==> src/logic/cpuPkg.sv <==
/*
 * Shared types for the five-stage core.
 * Word addressed: PC and data addresses step by one per instruction or word.
 * Opcodes outside opcode_e decode as a nop that writes nothing.
 * An all-zero stage register is a bubble.
 */
package cpuPkg;

    localparam int dataWidth    = 32;
    localparam int regAddrWidth = 5;
    localparam int immWidth     = 17;
    localparam int targetWidth  = 27;
    localparam int linkReg      = 31;

    typedef logic [dataWidth-1:0]    word_t;
    typedef logic [regAddrWidth-1:0] regAddr_t;

    typedef enum logic [4:0] {
        opRType = 5'd0,
        opJ     = 5'd1,
        opBne   = 5'd2,
        opJal   = 5'd3,
        opAddi  = 5'd5,
        opBlt   = 5'd6,
        opSw    = 5'd7,
        opLw    = 5'd8
    } opcode_e;

    // R-type function field
    typedef enum logic [4:0] {
        aluAdd = 5'd0,
        aluSub = 5'd1,
        aluAnd = 5'd2,
        aluOr  = 5'd3,
        aluSll = 5'd4,
        aluSra = 5'd5
    } aluOp_e;

    // Immediate is bits 16:0 and the jump target bits 26:0
    typedef struct packed {
        opcode_e  opcode;
        regAddr_t rd;
        regAddr_t rs;
        regAddr_t rt;
        logic [4:0] shamt;
        aluOp_e   aluOp;
        logic [1:0] zero;
    } instr_t;

    typedef struct packed {
        word_t  pcPlusOne;
        instr_t instr;
    } fdReg_t;

    typedef struct packed {
        word_t    pcPlusOne;
        instr_t   instr;
        word_t    imm;
        word_t    dataA;
        word_t    dataB;
        regAddr_t srcA;
        regAddr_t srcB;
        logic     regWrite;
        logic     memRead;
        logic     memWrite;
    } dxReg_t;

    typedef struct packed {
        word_t    result;
        word_t    storeData;
        regAddr_t dest;
        regAddr_t storeSrc;
        logic     regWrite;
        logic     memRead;
        logic     memWrite;
    } xmReg_t;

    typedef struct packed {
        word_t    result;
        word_t    loadData;
        regAddr_t dest;
        logic     regWrite;
        logic     memRead;
    } mwReg_t;

    typedef struct packed {
        logic     writeEn;
        regAddr_t dest;
        word_t    data;
    } wbBus_t;

    typedef enum logic [1:0] {
        fromReg,
        fromMem,
        fromWb
    } fwdSel_e;

    typedef struct packed {
        word_t addr;
        word_t writeData;
        logic  writeEn;
    } dmemReq_t;

    // Second source is rd for stores and branches and rt otherwise
    function automatic regAddr_t srcBIndex(instr_t instr);
        regAddr_t idx;
        case (instr.opcode)
            opSw, opBne, opBlt: idx = instr.rd;
            default:            idx = instr.rt;
        endcase
        return idx;
    endfunction

endpackage

==> src/logic/decodeStage.sv <==
/*
 * Decode, register read and decode/execute register.
 * Source A is always rs; source B follows srcBIndex.
 * Unknown opcodes pass through with all control bits low.
 */
`timescale 1ns/1ps

module decodeStage import cpuPkg::*; (
    input  logic     clock,
    input  logic     rstN,
    input  logic     stall,
    input  logic     flush,
    input  fdReg_t   fd,
    output regAddr_t readAddrA,
    output regAddr_t readAddrB,
    input  word_t    readDataA,
    input  word_t    readDataB,
    output dxReg_t   dx
);

    word_t instrBits;
    word_t immExt;
    logic  regWrite;
    logic  memRead;
    logic  memWrite;

    assign instrBits = fd.instr;
    assign readAddrA = fd.instr.rs;
    assign readAddrB = srcBIndex(fd.instr);

    // Sign-extend the 17-bit immediate
    assign immExt = {{(dataWidth-immWidth){instrBits[immWidth-1]}},
                     instrBits[immWidth-1:0]};

    // Control bits from opcode
    always_comb begin
        regWrite = 1'b0;
        memRead  = 1'b0;
        memWrite = 1'b0;
        case (fd.instr.opcode)
            opRType, opAddi, opJal: regWrite = 1'b1;
            opLw: begin
                regWrite = 1'b1;
                memRead  = 1'b1;
            end
            opSw:    memWrite = 1'b1;
            default: regWrite = 1'b0;
        endcase
    end

    always_ff @(posedge clock) begin
        if (!rstN || stall || flush) begin
            // Bubble on load-use or wrong path
            dx <= '0;
        end else begin
            dx.pcPlusOne <= fd.pcPlusOne;
            dx.instr     <= fd.instr;
            dx.imm       <= immExt;
            dx.dataA     <= readDataA;
            dx.dataB     <= readDataB;
            dx.srcA      <= readAddrA;
            dx.srcB      <= readAddrB;
            dx.regWrite  <= regWrite;
            dx.memRead   <= memRead;
            dx.memWrite  <= memWrite;
        end
    end

endmodule

==> src/logic/executeStage.sv <==
/*
 * ALU, operand bypass, branch and jump resolution.
 * Shifts use shamt on operand A; sra is arithmetic.
 * Jump targets are zero-extended 27-bit word addresses.
 * Redirect is combinational and lands in fetch at the next edge.
 */
`timescale 1ns/1ps

module executeStage import cpuPkg::*; (
    input  logic    clock,
    input  logic    rstN,
    input  dxReg_t  dx,
    input  fwdSel_e fwdA,
    input  fwdSel_e fwdB,
    input  word_t   xmResult,
    input  wbBus_t  wb,
    output logic    redirect,
    output word_t   redirectPc,
    output xmReg_t  xm
);

    word_t  instrBits;
    word_t  opA;
    word_t  opB;
    word_t  aluB;
    word_t  aluResult;
    aluOp_e aluOp;
    logic   isBranch;
    logic   isJump;
    logic   isJal;
    logic   taken;

    function automatic word_t bypass(fwdSel_e sel, word_t regValue);
        word_t value;
        case (sel)
            fromMem: value = xmResult;
            fromWb:  value = wb.data;
            default: value = regValue;
        endcase
        return value;
    endfunction

    always_comb begin
        opA = bypass(fwdA, dx.dataA);
        opB = bypass(fwdB, dx.dataB);
    end

    assign instrBits = dx.instr;

    // Immediate forms add to rs
    always_comb begin
        case (dx.instr.opcode)
            opAddi, opLw, opSw: aluB = dx.imm;
            default:            aluB = opB;
        endcase
        aluOp = (dx.instr.opcode == opRType) ? dx.instr.aluOp : aluAdd;
    end

    always_comb begin
        case (aluOp)
            aluAdd:  aluResult = opA + aluB;
            aluSub:  aluResult = opA - aluB;
            aluAnd:  aluResult = opA & aluB;
            aluOr:   aluResult = opA | aluB;
            aluSll:  aluResult = opA << dx.instr.shamt;
            aluSra:  aluResult = $signed(opA) >>> dx.instr.shamt;
            default: aluResult = '0;
        endcase
    end

    // Branch compares rd (B) against rs (A)
    assign isBranch = (dx.instr.opcode == opBne && opB != opA)
                      || (dx.instr.opcode == opBlt && $signed(opB) < $signed(opA));
    assign isJal    = dx.instr.opcode == opJal;
    assign isJump   = dx.instr.opcode == opJ || isJal;
    assign taken    = isBranch || isJump;

    assign redirect   = taken;
    assign redirectPc = isJump
                        ? {{(dataWidth-targetWidth){1'b0}}, instrBits[targetWidth-1:0]}
                        : dx.pcPlusOne + dx.imm;

    always_ff @(posedge clock) begin
        if (!rstN) begin
            xm <= '0;
        end else begin
            // jal links pc+1 into r31
            xm.result    <= isJal ? dx.pcPlusOne : aluResult;
            xm.dest      <= isJal ? regAddr_t'(linkReg) : dx.instr.rd;
            xm.storeData <= opB;
            xm.storeSrc  <= dx.srcB;
            xm.regWrite  <= dx.regWrite;
            xm.memRead   <= dx.memRead;
            xm.memWrite  <= dx.memWrite;
        end
    end

endmodule

==> src/logic/fetchStage.sv <==
/*
 * PC and fetch/decode register.
 * Instruction memory must answer in the same cycle.
 * Redirect wins over stall; both never arrive together.
 */
`timescale 1ns/1ps

module fetchStage import cpuPkg::*; (
    input  logic   clock,
    input  logic   rstN,
    input  logic   stall,
    input  logic   flush,
    input  logic   redirect,
    input  word_t  redirectPc,
    output word_t  imemAddr,
    input  word_t  imemData,
    output fdReg_t fd
);

    word_t pc;
    word_t pcPlusOne;

    assign pcPlusOne = pc + 1'b1;
    assign imemAddr  = pc;

    // Next PC
    always_ff @(posedge clock) begin
        if (!rstN) begin
            pc <= '0;
        end else if (redirect) begin
            // Branch or jump resolved in execute
            pc <= redirectPc;
        end else if (!stall) begin
            pc <= pcPlusOne;
        end
    end

    // Fetch/decode register
    always_ff @(posedge clock) begin
        if (!rstN) begin
            fd <= '0;
        end else if (flush) begin
            // Wrong-path fetch becomes a bubble
            fd <= '0;
        end else if (!stall) begin
            fd.pcPlusOne <= pcPlusOne;
            fd.instr     <= imemData;
        end
    end

endmodule

==> src/logic/hazardUnit.sv <==
/*
 * Load-use stall, flush and ALU forwarding select.
 * Memory stage beats write-back; r0 is never forwarded.
 * A load in memory is never forwarded since the stall covers it.
 */
`timescale 1ns/1ps

module hazardUnit import cpuPkg::*; (
    input  fdReg_t  fd,
    input  dxReg_t  dx,
    input  xmReg_t  xm,
    input  wbBus_t  wb,
    input  logic    redirect,
    output logic    stall,
    output logic    flush,
    output fwdSel_e fwdA,
    output fwdSel_e fwdB
);

    regAddr_t loadDest;

    // Load in execute feeding the instruction in decode
    assign loadDest = dx.instr.rd;
    assign stall = dx.memRead && loadDest != '0
                   && (loadDest == fd.instr.rs || loadDest == srcBIndex(fd.instr));

    assign flush = redirect;

    function automatic fwdSel_e pickFwd(regAddr_t src);
        fwdSel_e sel;
        if (xm.regWrite && xm.dest != '0 && xm.dest == src) begin
            sel = fromMem;
        end else if (wb.writeEn && wb.dest != '0 && wb.dest == src) begin
            sel = fromWb;
        end else begin
            sel = fromReg;
        end
        return sel;
    endfunction

    always_comb begin
        fwdA = pickFwd(dx.srcA);
        fwdB = pickFwd(dx.srcB);
    end

endmodule

==> src/logic/memWriteback.sv <==
/*
 * Data-memory request, memory/write-back register, write-back mux.
 * Data memory must answer loads in the same cycle.
 * The write-back bus is combinational from the memory/write-back register.
 */
`timescale 1ns/1ps

module memWriteback import cpuPkg::*; (
    input  logic     clock,
    input  logic     rstN,
    input  xmReg_t   xm,
    output dmemReq_t dmemReq,
    input  word_t    dmemReadData,
    output wbBus_t   wb
);

    mwReg_t mw;
    logic   storeBypass;

    // Store data from the instruction now writing back
    assign storeBypass = wb.writeEn && wb.dest != '0 && wb.dest == xm.storeSrc;

    always_comb begin
        dmemReq.addr      = xm.result;
        dmemReq.writeData = storeBypass ? wb.data : xm.storeData;
        dmemReq.writeEn   = xm.memWrite;
    end

    // Payload of the memory/write-back register
    always_ff @(posedge clock) begin
        mw.result   <= xm.result;
        mw.loadData <= dmemReadData;
        mw.dest     <= xm.dest;
    end

    always_ff @(posedge clock) begin
        if (!rstN) begin
            mw.regWrite <= 1'b0;
            mw.memRead  <= 1'b0;
        end else begin
            mw.regWrite <= xm.regWrite;
            mw.memRead  <= xm.memRead;
        end
    end

    // Load data or ALU result
    always_comb begin
        wb.writeEn = mw.regWrite;
        wb.dest    = mw.dest;
        wb.data    = mw.memRead ? mw.loadData : mw.result;
    end

endmodule

==> src/logic/pipelineCpu.sv <==
/*
 * Five-stage core top: fetch, decode, execute, memory, write-back.
 * Both memories sit outside and answer combinationally, no handshake.
 * Synchronous active-low reset clears PC, stage controls and registers.
 */
`timescale 1ns/1ps

module pipelineCpu import cpuPkg::*; (
    input  logic     clock,
    input  logic     rstN,
    output word_t    imemAddr,
    input  word_t    imemData,
    output dmemReq_t dmemReq,
    input  word_t    dmemReadData
);

    fdReg_t   fd;
    dxReg_t   dx;
    xmReg_t   xm;
    wbBus_t   wb;
    regAddr_t readAddrA;
    regAddr_t readAddrB;
    word_t    readDataA;
    word_t    readDataB;
    logic     stall;
    logic     flush;
    logic     redirect;
    word_t    redirectPc;
    fwdSel_e  fwdA;
    fwdSel_e  fwdB;

    fetchStage fetch (
        .clock, .rstN, .stall, .flush, .redirect, .redirectPc,
        .imemAddr, .imemData, .fd
    );

    // Register file beside the decode datapath
    regFile regs (
        .clock, .rstN, .readAddrA, .readAddrB, .readDataA, .readDataB, .wb
    );

    decodeStage decode (
        .clock, .rstN, .stall, .flush, .fd,
        .readAddrA, .readAddrB, .readDataA, .readDataB, .dx
    );

    hazardUnit hazard (
        .fd, .dx, .xm, .wb, .redirect, .stall, .flush, .fwdA, .fwdB
    );

    executeStage execute (
        .clock, .rstN, .dx, .fwdA, .fwdB, .xmResult(xm.result), .wb,
        .redirect, .redirectPc, .xm
    );

    memWriteback memWb (
        .clock, .rstN, .xm, .dmemReq, .dmemReadData, .wb
    );

endmodule

==> src/logic/regFile.sv <==
/*
 * Two read ports, one write port from write-back.
 * Reads are combinational and see a same-cycle write.
 * r0 always reads zero and ignores writes.
 */
`timescale 1ns/1ps

module regFile import cpuPkg::*; (
    input  logic     clock,
    input  logic     rstN,
    input  regAddr_t readAddrA,
    input  regAddr_t readAddrB,
    output word_t    readDataA,
    output word_t    readDataB,
    input  wbBus_t   wb
);

    // r0 not stored
    word_t regs [1:31];

    always_ff @(posedge clock) begin
        if (!rstN) begin
            for (int i = 1; i < 32; i++) begin
                regs[i] <= '0;
            end
        end else if (wb.writeEn && wb.dest != '0) begin
            regs[wb.dest] <= wb.data;
        end
    end

    // Write-through read
    function automatic word_t readPort(regAddr_t addr);
        word_t value;
        if (addr == '0) begin
            value = '0;
        end else if (wb.writeEn && wb.dest == addr) begin
            value = wb.data;
        end else begin
            value = regs[addr];
        end
        return value;
    endfunction

    always_comb begin
        readDataA = readPort(readAddrA);
        readDataB = readPort(readAddrB);
    end

endmodule

==> config.mk <==
export PLATFORM = sky130hd
export DESIGN_NAME = pipelineCpu
export DESIGN_NICKNAME = d
export VERILOG_FILES = /design/src/logic/cpuPkg.sv /design/src/logic/decodeStage.sv /design/src/logic/executeStage.sv /design/src/logic/fetchStage.sv /design/src/logic/hazardUnit.sv /design/src/logic/memWriteback.sv /design/src/logic/pipelineCpu.sv /design/src/logic/regFile.sv
export SDC_FILE = /design/constraint.sdc
export NUM_CORES = 2
export LEC_CHECK = 0
export BUFFER_PORTS_ARGS = -buffer_cell sky130_fd_sc_hd__buf_2
export CAP_MARGIN = 20
export CORE_MARGIN = 8
export CORE_UTILIZATION = 50
export DETAILED_ROUTE_END_ITERATION = 10
export PLACE_DENSITY = 0.66
export SYNTH_ARGS = -nofsm -noshare
export SYNTH_HDL_FRONTEND = slang
export SYNTH_SLANG_ARGS = --single-unit
==> constraint.sdc <==
create_clock -name clock -period 8.5 [get_ports clock]
set_input_delay 0.425 -clock clock [delete_from_list [all_inputs] [get_ports clock]]
set_output_delay 0.425 -clock clock [all_outputs]
set_load 0.02 [all_outputs]
# ---- After elaboration in Yosys (flattened, before gate mapping)
# Memories as Yosys holds them, arrays and structs flattened. A register that Yosys moved wholly into a read port is not among the register bits.
# Cells that the tools add are included.
dict set report op_classes {
  addsub 4
  order_cmp 1
  eq_ne 31
  n_shift 2
  mux 27
  n_bitwise 3
  n_reduce_logical 33
}
# operator n
set ops {}
lappend ops {{two-way mux 32 bit} 8}
lappend ops {{case mux 32 bit (6 select lines)} 1}
lappend ops {{case mux 32 bit (2 select lines)} 2}
lappend ops {{adder 32 bit} 2}
lappend ops {{equality test 5 x 3 -> 1 bit, second input constant} 8}
lappend ops {{equality test 5 bit} 7}
lappend ops {{adder 32 x 1 -> 32 bit, second input constant} 1}
lappend ops {{bitwise AND 32 bit} 1}
lappend ops {{< comparator 32 bit} 1}
lappend ops {{inequality test 32 bit} 1}
lappend ops {{bitwise OR 32 bit} 1}
lappend ops {{OR reduction 32 bit} 1}
lappend ops {{left shift 32 x 5 -> 32 bit} 1}
lappend ops {{>>> shifter 32 x 5 -> 32 bit} 1}
lappend ops {{subtractor 32 bit} 1}
lappend ops {{equality test 5 x 2 -> 1 bit, second input constant} 6}
lappend ops {{logical NOT 5 bit} 5}
lappend ops {{two-way mux 5 bit} 4}
lappend ops {{nonzero test 5 bit} 3}
lappend ops {{logical AND 1 bit} 11}
lappend ops {{equality test 5 x 1 -> 1 bit, second input constant} 2}
lappend ops {{equality test 5 x 4 -> 1 bit, second input constant} 2}
lappend ops {{two-way mux 1 bit} 8}
lappend ops {{two-way mux 2 bit} 4}
lappend ops {{other kinds (9)} 19}
dict set report totals {
  register_bits 333
  mem_bits_rw 992
  input_bits 66
  n_memories 1
}
# memory depth width read_ports rd_ports_with_merged_regs wr line_no
set mem_list {}
lappend mem_list {regs.regs 31 32 2 2 31 regFile.sv:19} ;# word_t regs [1:31];

# ---- Logic depth before layout (Yosys ltp)
dict set report logic_depth {
  word_depth 13
  depth_mapped 28
  depth_no_buf 25
}

# ---- Cells and area by module
# A second synthesis with hierarchy kept.
dict set report hier_totals {
  cells_unflattened 6688
  area_unflattened_um2 80741.2
}
# mod instances cells_each area_per_inst_um2 seq_area_each_um2
set modules_own_cells {}
lappend modules_own_cells {regFile 1 3816 55353.1 30749.5}
lappend modules_own_cells {executeStage 1 1748 13482.9 1541.5}
lappend modules_own_cells {fetchStage 1 521 4533.1 1921.8}
lappend modules_own_cells {decodeStage 1 344 4147.7 2722.6}
lappend modules_own_cells {memWriteback 1 194 2720.1 1421.4}
lappend modules_own_cells {hazardUnit 1 65 504.2 0.0}

# ---- Least setup slack after synthesis
# No wires, ideal clock.
dict set report synth_timing {
  kind {reg-to-reg}
  from {register memWb.mw (netlist bit memWb.wb[32])}
  to {register, netlist name execute.xm[76]}
  arrival_time_ns 5.540
  required_ns 8.440
  slack_ns 2.901
  stages_incl_launch_ff 28
  n_path_buf 3
  synth_period_minus_slack_ns 5.599
  path_cell_list {dfxtp_1 -> buf_2 -> nor2_1 -> a211oi_1 -> clkbuf_1 -> nand2_1 -> clkbuf_1 -> nand2_1 -> o21ai_0 -> a21o_1 -> inv_1 -> ha_1 -> o21a_1 -> o2111ai_1 -> o21ai_1 -> a31oi_1 -> xor2_1 -> ha_1 -> a211oi_1 -> o21ai_0 -> a2111oi_0 -> o21ai_0 -> nor2b_1 -> o21ai_0 -> xnor2_1 -> or4_1 -> a21oi_1 -> o311a_1}
}
dict set report synth_between {
  elab_chain_len 11
}
# item line_no
set synth_lines {}
lappend synth_lines {{start, declared} memWriteback.sv:17} ;# mwReg_t mw;
lappend synth_lines {{nonzero test 5 bit} hazardUnit.sv:33} ;# end else if (wb.writeEn && wb.dest != '0 && wb.dest == src) begin
lappend synth_lines {{logical AND 1 bit (2 in series)} hazardUnit.sv:33}
lappend synth_lines {{two-way mux 2 bit} hazardUnit.sv:33}
lappend synth_lines {{two-way mux 2 bit} hazardUnit.sv:31} ;# if (xm.regWrite && xm.dest != '0 && xm.dest == src) begin
lappend synth_lines {{equality test 2 bit or equality test 2 x 1 -> 1 bit (tied branches)} executeStage.sv:35} ;# case (sel)
lappend synth_lines {{case mux 32 bit (2 select lines)} executeStage.sv:35}
lappend synth_lines {{two-way mux 32 bit} executeStage.sv:52} ;# case (dx.instr.opcode)
lappend synth_lines {{subtractor 32 bit (tied with other cells)} executeStage.sv:62} ;# aluSub: aluResult = opA - aluB;
lappend synth_lines {{case mux 32 bit (6 select lines) *} executeStage.sv:60} ;# case (aluOp)
lappend synth_lines {{two-way mux 32 bit *} executeStage.sv:88} ;# xm.result <= isJal ? dx.pcPlusOne : aluResult;
# Mark *: on every way between the ends. The rest lies on a longest branch, timed or not.
# A chain may end at the register's enable or synchronous reset.

# ---- Final worst setup path
dict set report layout_timing {
  from {register memWb.mw (netlist bit memWb.wb[32])}
  to {register, netlist name execute.xm[76]}
}
dict set report layout_between {
  elab_chain_len 11
}
# item line_no
set layout_lines {}
lappend layout_lines {{nonzero test 5 bit} hazardUnit.sv:33}
lappend layout_lines {{logical AND 1 bit (2 in series)} hazardUnit.sv:33}
lappend layout_lines {{two-way mux 2 bit} hazardUnit.sv:33}
lappend layout_lines {{two-way mux 2 bit} hazardUnit.sv:31}
lappend layout_lines {{equality test 2 bit or equality test 2 x 1 -> 1 bit (tied branches)} executeStage.sv:35}
lappend layout_lines {{case mux 32 bit (2 select lines)} executeStage.sv:35}
lappend layout_lines {{two-way mux 32 bit} executeStage.sv:52}
lappend layout_lines {{subtractor 32 bit (tied with other cells)} executeStage.sv:62}
lappend layout_lines {{case mux 32 bit (6 select lines) *} executeStage.sv:60}
lappend layout_lines {{two-way mux 32 bit *} executeStage.sv:88}
# Marked as above.

==> results.py <==
metrics = {
    "logic_synthesis": {
        "syn-cell-area_um2": 78600,
        "synth_area_per_cell_um2": 10.2,
        "synth.most_common_cell": "nor2_1",
        "yosysTopAreaCellShare_pct": 39.1,
        "synth_cells": 7685,
        "synth_largest_area_cell": "edfxtp_1",
        "ys.flop_type": "edfxtp_1",
        "ys_warn_count": 0,
        "synth.area.top_cells": "edfxtp_1 (39%), mux4_2 (10%), dfxtp_1 (9.7%), nor2_1 (6.5%), nand2_1 (4.9%)",
        "synth_seq_cells": 1404,
        "async_reset_ff_share_pct": 0,
        "synth-seq-area-share_pct": 48.8,
        "ys_types": 95,
        "synth-edff-count": 1024,
        "synth_commonest_cells": "nor2_1 (1366), edfxtp_1 (1024), nand2_1 (1024)",
    },
    "pwr": {
        "p_int_mw": 13.5,
        "peakVddDrop_v": 0.000177,
        "p_sw_share_pct": 34.1,
        "combPwrFrac_pct": 25.0,
        "powerDensity_nw_per_um2": 234,
        "p_leak_nw": 31.5,
        "power_switching_mw": 7.01,
        "clockPowerShare_pct": 34.8,
        "pwr-share-seq_pct": 40.2,
    },
    "floorplanning": {
        "rows": 145,
        "dieArea_um2": 170000,
        "top_level_ports": 163,
        "die_h_um": 412,
        "coreArea_um2": 156000,
        "start_util_pct": 50.3,
        "die_x_um": 412,
    },
    "sta": {
        "fin_tns_setup_ns": 0,
        "slew_violations": 0,
        "clock_skew_ns": 0.0625,
        "hold_ws_ns": 0.124,
        "min_period_over_period_pct": 86.7,
        "hold_viol": 0,
        "tightestPinTransition_ns": 1.36,
        "post-route-min-period_ns": 7.37,
        "layout_setup_ws_ns": 1.13,
        "setup_viol": 0,
        "rsz0062_at_grt": "false",
        "max_slew_margin_pct": 8.52,
        "max_clock_freq_ghz": 0.136,
    },
    "clock_tree": {
        "cts-resized-gates": 0,
        "cts.clk_slew.worst_paths_ns": 0.06,
        "cts_max_path_buffers": 3,
        "cts_buffers": 155,
        "cts_tree": "done",
        "clock-sinks": 1404,
        "htree_levels": 4,
        "cts_root_buf": "clkbuf_16",
        "clk_latency_ns": 0.81,
    },
    "hold_path": {
        "hold_path.class": "in -> reg",
    },
    "critical_path": {
        "endpoint_kind": "flip-flop",
        "r2r_start": "memWb.wb[32]$_DFF_P_",
        "cp_max_fo": 10,
        "cpMostUsedCell": "o21ai_0",
        "ff2ff_path_depth": 20,
        "worstSetupStartpointType": "flip-flop",
        "path_cells": "nor2_1 -> a211o_1 -> nor2_1 -> a211oi_1 -> a2111oi_0 -> o2111ai_1 -> o21ai_1 -> a31oi_1 -> xor2_1 -> ha_1 -> a211oi_1 -> o21ai_0 -> a2111oi_0 -> o21ai_0 -> nor2b_1 -> o21ai_0 -> xnor2_1 -> or4_1 -> a21oi_1 -> o311a_1",
        "path_buf_inv": 0,
        "r2r_end": "execute.xm[76]$_SDFF_PN0_",
        "worstSetupPathType": "reg -> reg",
        "worst-endpoint-required_ns": 9.20,
        "arrival_ns": 8.07,
        "r2r_slack_ns": 1.13,
        "cp-endpoint": "execute.xm[76]$_SDFF_PN0_",
        "crit_family": "compound AO/OA/AOI/OAI gates",
        "slowest_delay_ns": 0.72,
        "cp.depth": 20,
        "crit_start": "memWb.wb[32]$_DFF_P_",
        "slowest_stage": "nor2_1",
    },
    "drt": {
        "detail-route-antenna-nets": 0,
        "post_drt_wl_per_cell_um": 32.8,
        "first_pass_iters": 8,
        "via_per_inst": 6.81,
        "vias": 66800,
        "wl_um": 321000,
        "drcViolationCount": 0,
        "drt-initial-drc-count": 10700,
    },
    "placed_design": {
        "place_ws_ns": 1.51,
        "dp_hpwl_um": 205000,
        "gp_congestion": 1.07,
        "io_buffer_count": 162,
    },
    "grt": {
        "antenna_found_initial": 15,
        "met2_usage_pct": 55.6,
        "busiest_layer": "met2",
        "use_met1_pct": 46.8,
        "grt_util_met3_pct": 10.0,
        "grt_pass1_vias": 63400,
        "grt_first_pass_wirelength_um": 455000,
        "grt_max_degree": 129,
        "grt-ovfl-total": 0,
        "grtUsageTotal_pct": 36.6,
    },
    "layout": {
        "drive_gt1_share_pct": 15.2,
        "nFillCells": 13200,
        "regArea_um2": 38400,
        "syn2layout_area_growth_pct": 11.8,
        "final_nets": 7781,
        "multiInputGateArea_um2": 37800,
    },
    "status": {
        "outcome": "completed",
    },
    "run": {
        "max_cap_violations": 0,
    },
}
-- worst min-delay path by stage --
stage / from / to / cells past startpoint / slack, ns
after global routing: rstN / memWb.mw[0]$_SDFF_PN0_ / 2 / 0.09
final: rstN / memWb.mw[0]$_SDFF_PN0_ / 2 / 0.12
after CTS: rstN / memWb.mw[0]$_SDFF_PN0_ / 2 / 0.07
after detailed placement: execute.xm[12]$_SDFF_PN0_ / memWb.wb[36]$_DFF_P_ / 0 / 0.40
after global placement: execute.xm[10]$_SDFF_PN0_ / memWb.wb[34]$_DFF_P_ / 0 / 0.40
after floorplan: execute.xm[55]$_SDFF_PN0_ / memWb.mw[49]$_DFF_P_ / 0 / 0.36
-- state kept, by name, summed over array words and instances (netlist names) --
| signal | cells |
|---|---|
| decode.dx | 136 |
| execute.xm | 77 |
| fetch.imemAddr | 32 |
| regs.regs | 1024 |
| memWb.wb | 6 |
| fetch.fd | 64 |
| memWb.mw | 65 |
-- through the flow --
step | area [um2] | utilization [%] | power (mW) | std cells
finish | 87800 | 56.2 | 20.6 | 9805
global placement | 81800 | 52.4 | 13.2 | 9441
global route | 87800 | 56.2 | 21.0 | 9795
detailed placement | 81800 | 52.4 | 13.3 | 9442
floorplan | 78700 | - | 11.2 | 7716
CTS | 87800 | 56.2 | 20.3 | 9788
-- cell families after synthesis --
group | Yosys count | share of synthesized area [%]
buffers and inverters | 822 | 4.14
xor gates and xnor gates | 175 | 1.95
AOI/OAI and AO/OA | 1273 | 10.9
muxes | 718 | 15.0
other | 1 | 0.00477
and+or+nand+nor | 3161 | 17.1
adders and majority gates | 131 | 2.02
DFF | 1404 | 48.8
-- layout make-up --
type | instances | share of cell area (%)
Inverter | 101 | 0.432
Tap cell | 2058 | 2.93
Clock inverter | 88 | 1.37
Timing Repair Buffer | 459 | 3.81
Clock buffer | 194 | 4.72
Antenna cell | 11 | 0.0313
Sequential cell | 1404 | 43.7
Multi-Input combinational cell | 5490 | 43.0
-- power groups by stage --
stage               logic, mW  clock network, mW  registers, mW
floorplan                3.13                  0           8.06
global placement         4.89                  0           8.35
detailed placement       4.90                  0           8.36
CTS                      4.94               7.18           8.22
global route             5.33               7.45           8.27
finish                   5.13               7.16           8.26
-- per-layer routing --
| metal | part of all wire [%] | up-vias |
|---|---|---|
| met5 | 0.016 | - |
| met4 | 7.3 | 6 |
| met3 | 13 | 1165 |
| met2 | 44 | 5158 |
| met1 | 36 | 32600 |
| li1 | - | 27900 |
-- timing repair --
item | CTS | global route
hold buffers | 64 | 0
endpoints found under the hold margin | 64 | 0
setup buffers | 0 | 0
-- placed cells by master, fill, tap and decap left out, drive strengths merged, types with 64 or more instances in the layout --
cell         instances
xnor2               97
mux2i              337
a31oi               71
edfxtp            1024
nand3              256
inv                108
dlygate4sd3         64
xor2                78
and3               130
dfxtp              380
and2               120
buf                389
ha                 102
nor3               102
nand2             1024
a311oi             156
nor2              1366
a211oi             154
clkbuf             200
a21oi              387
o21ai              155
mux4               365
Power figures use the tool's default switching activity.
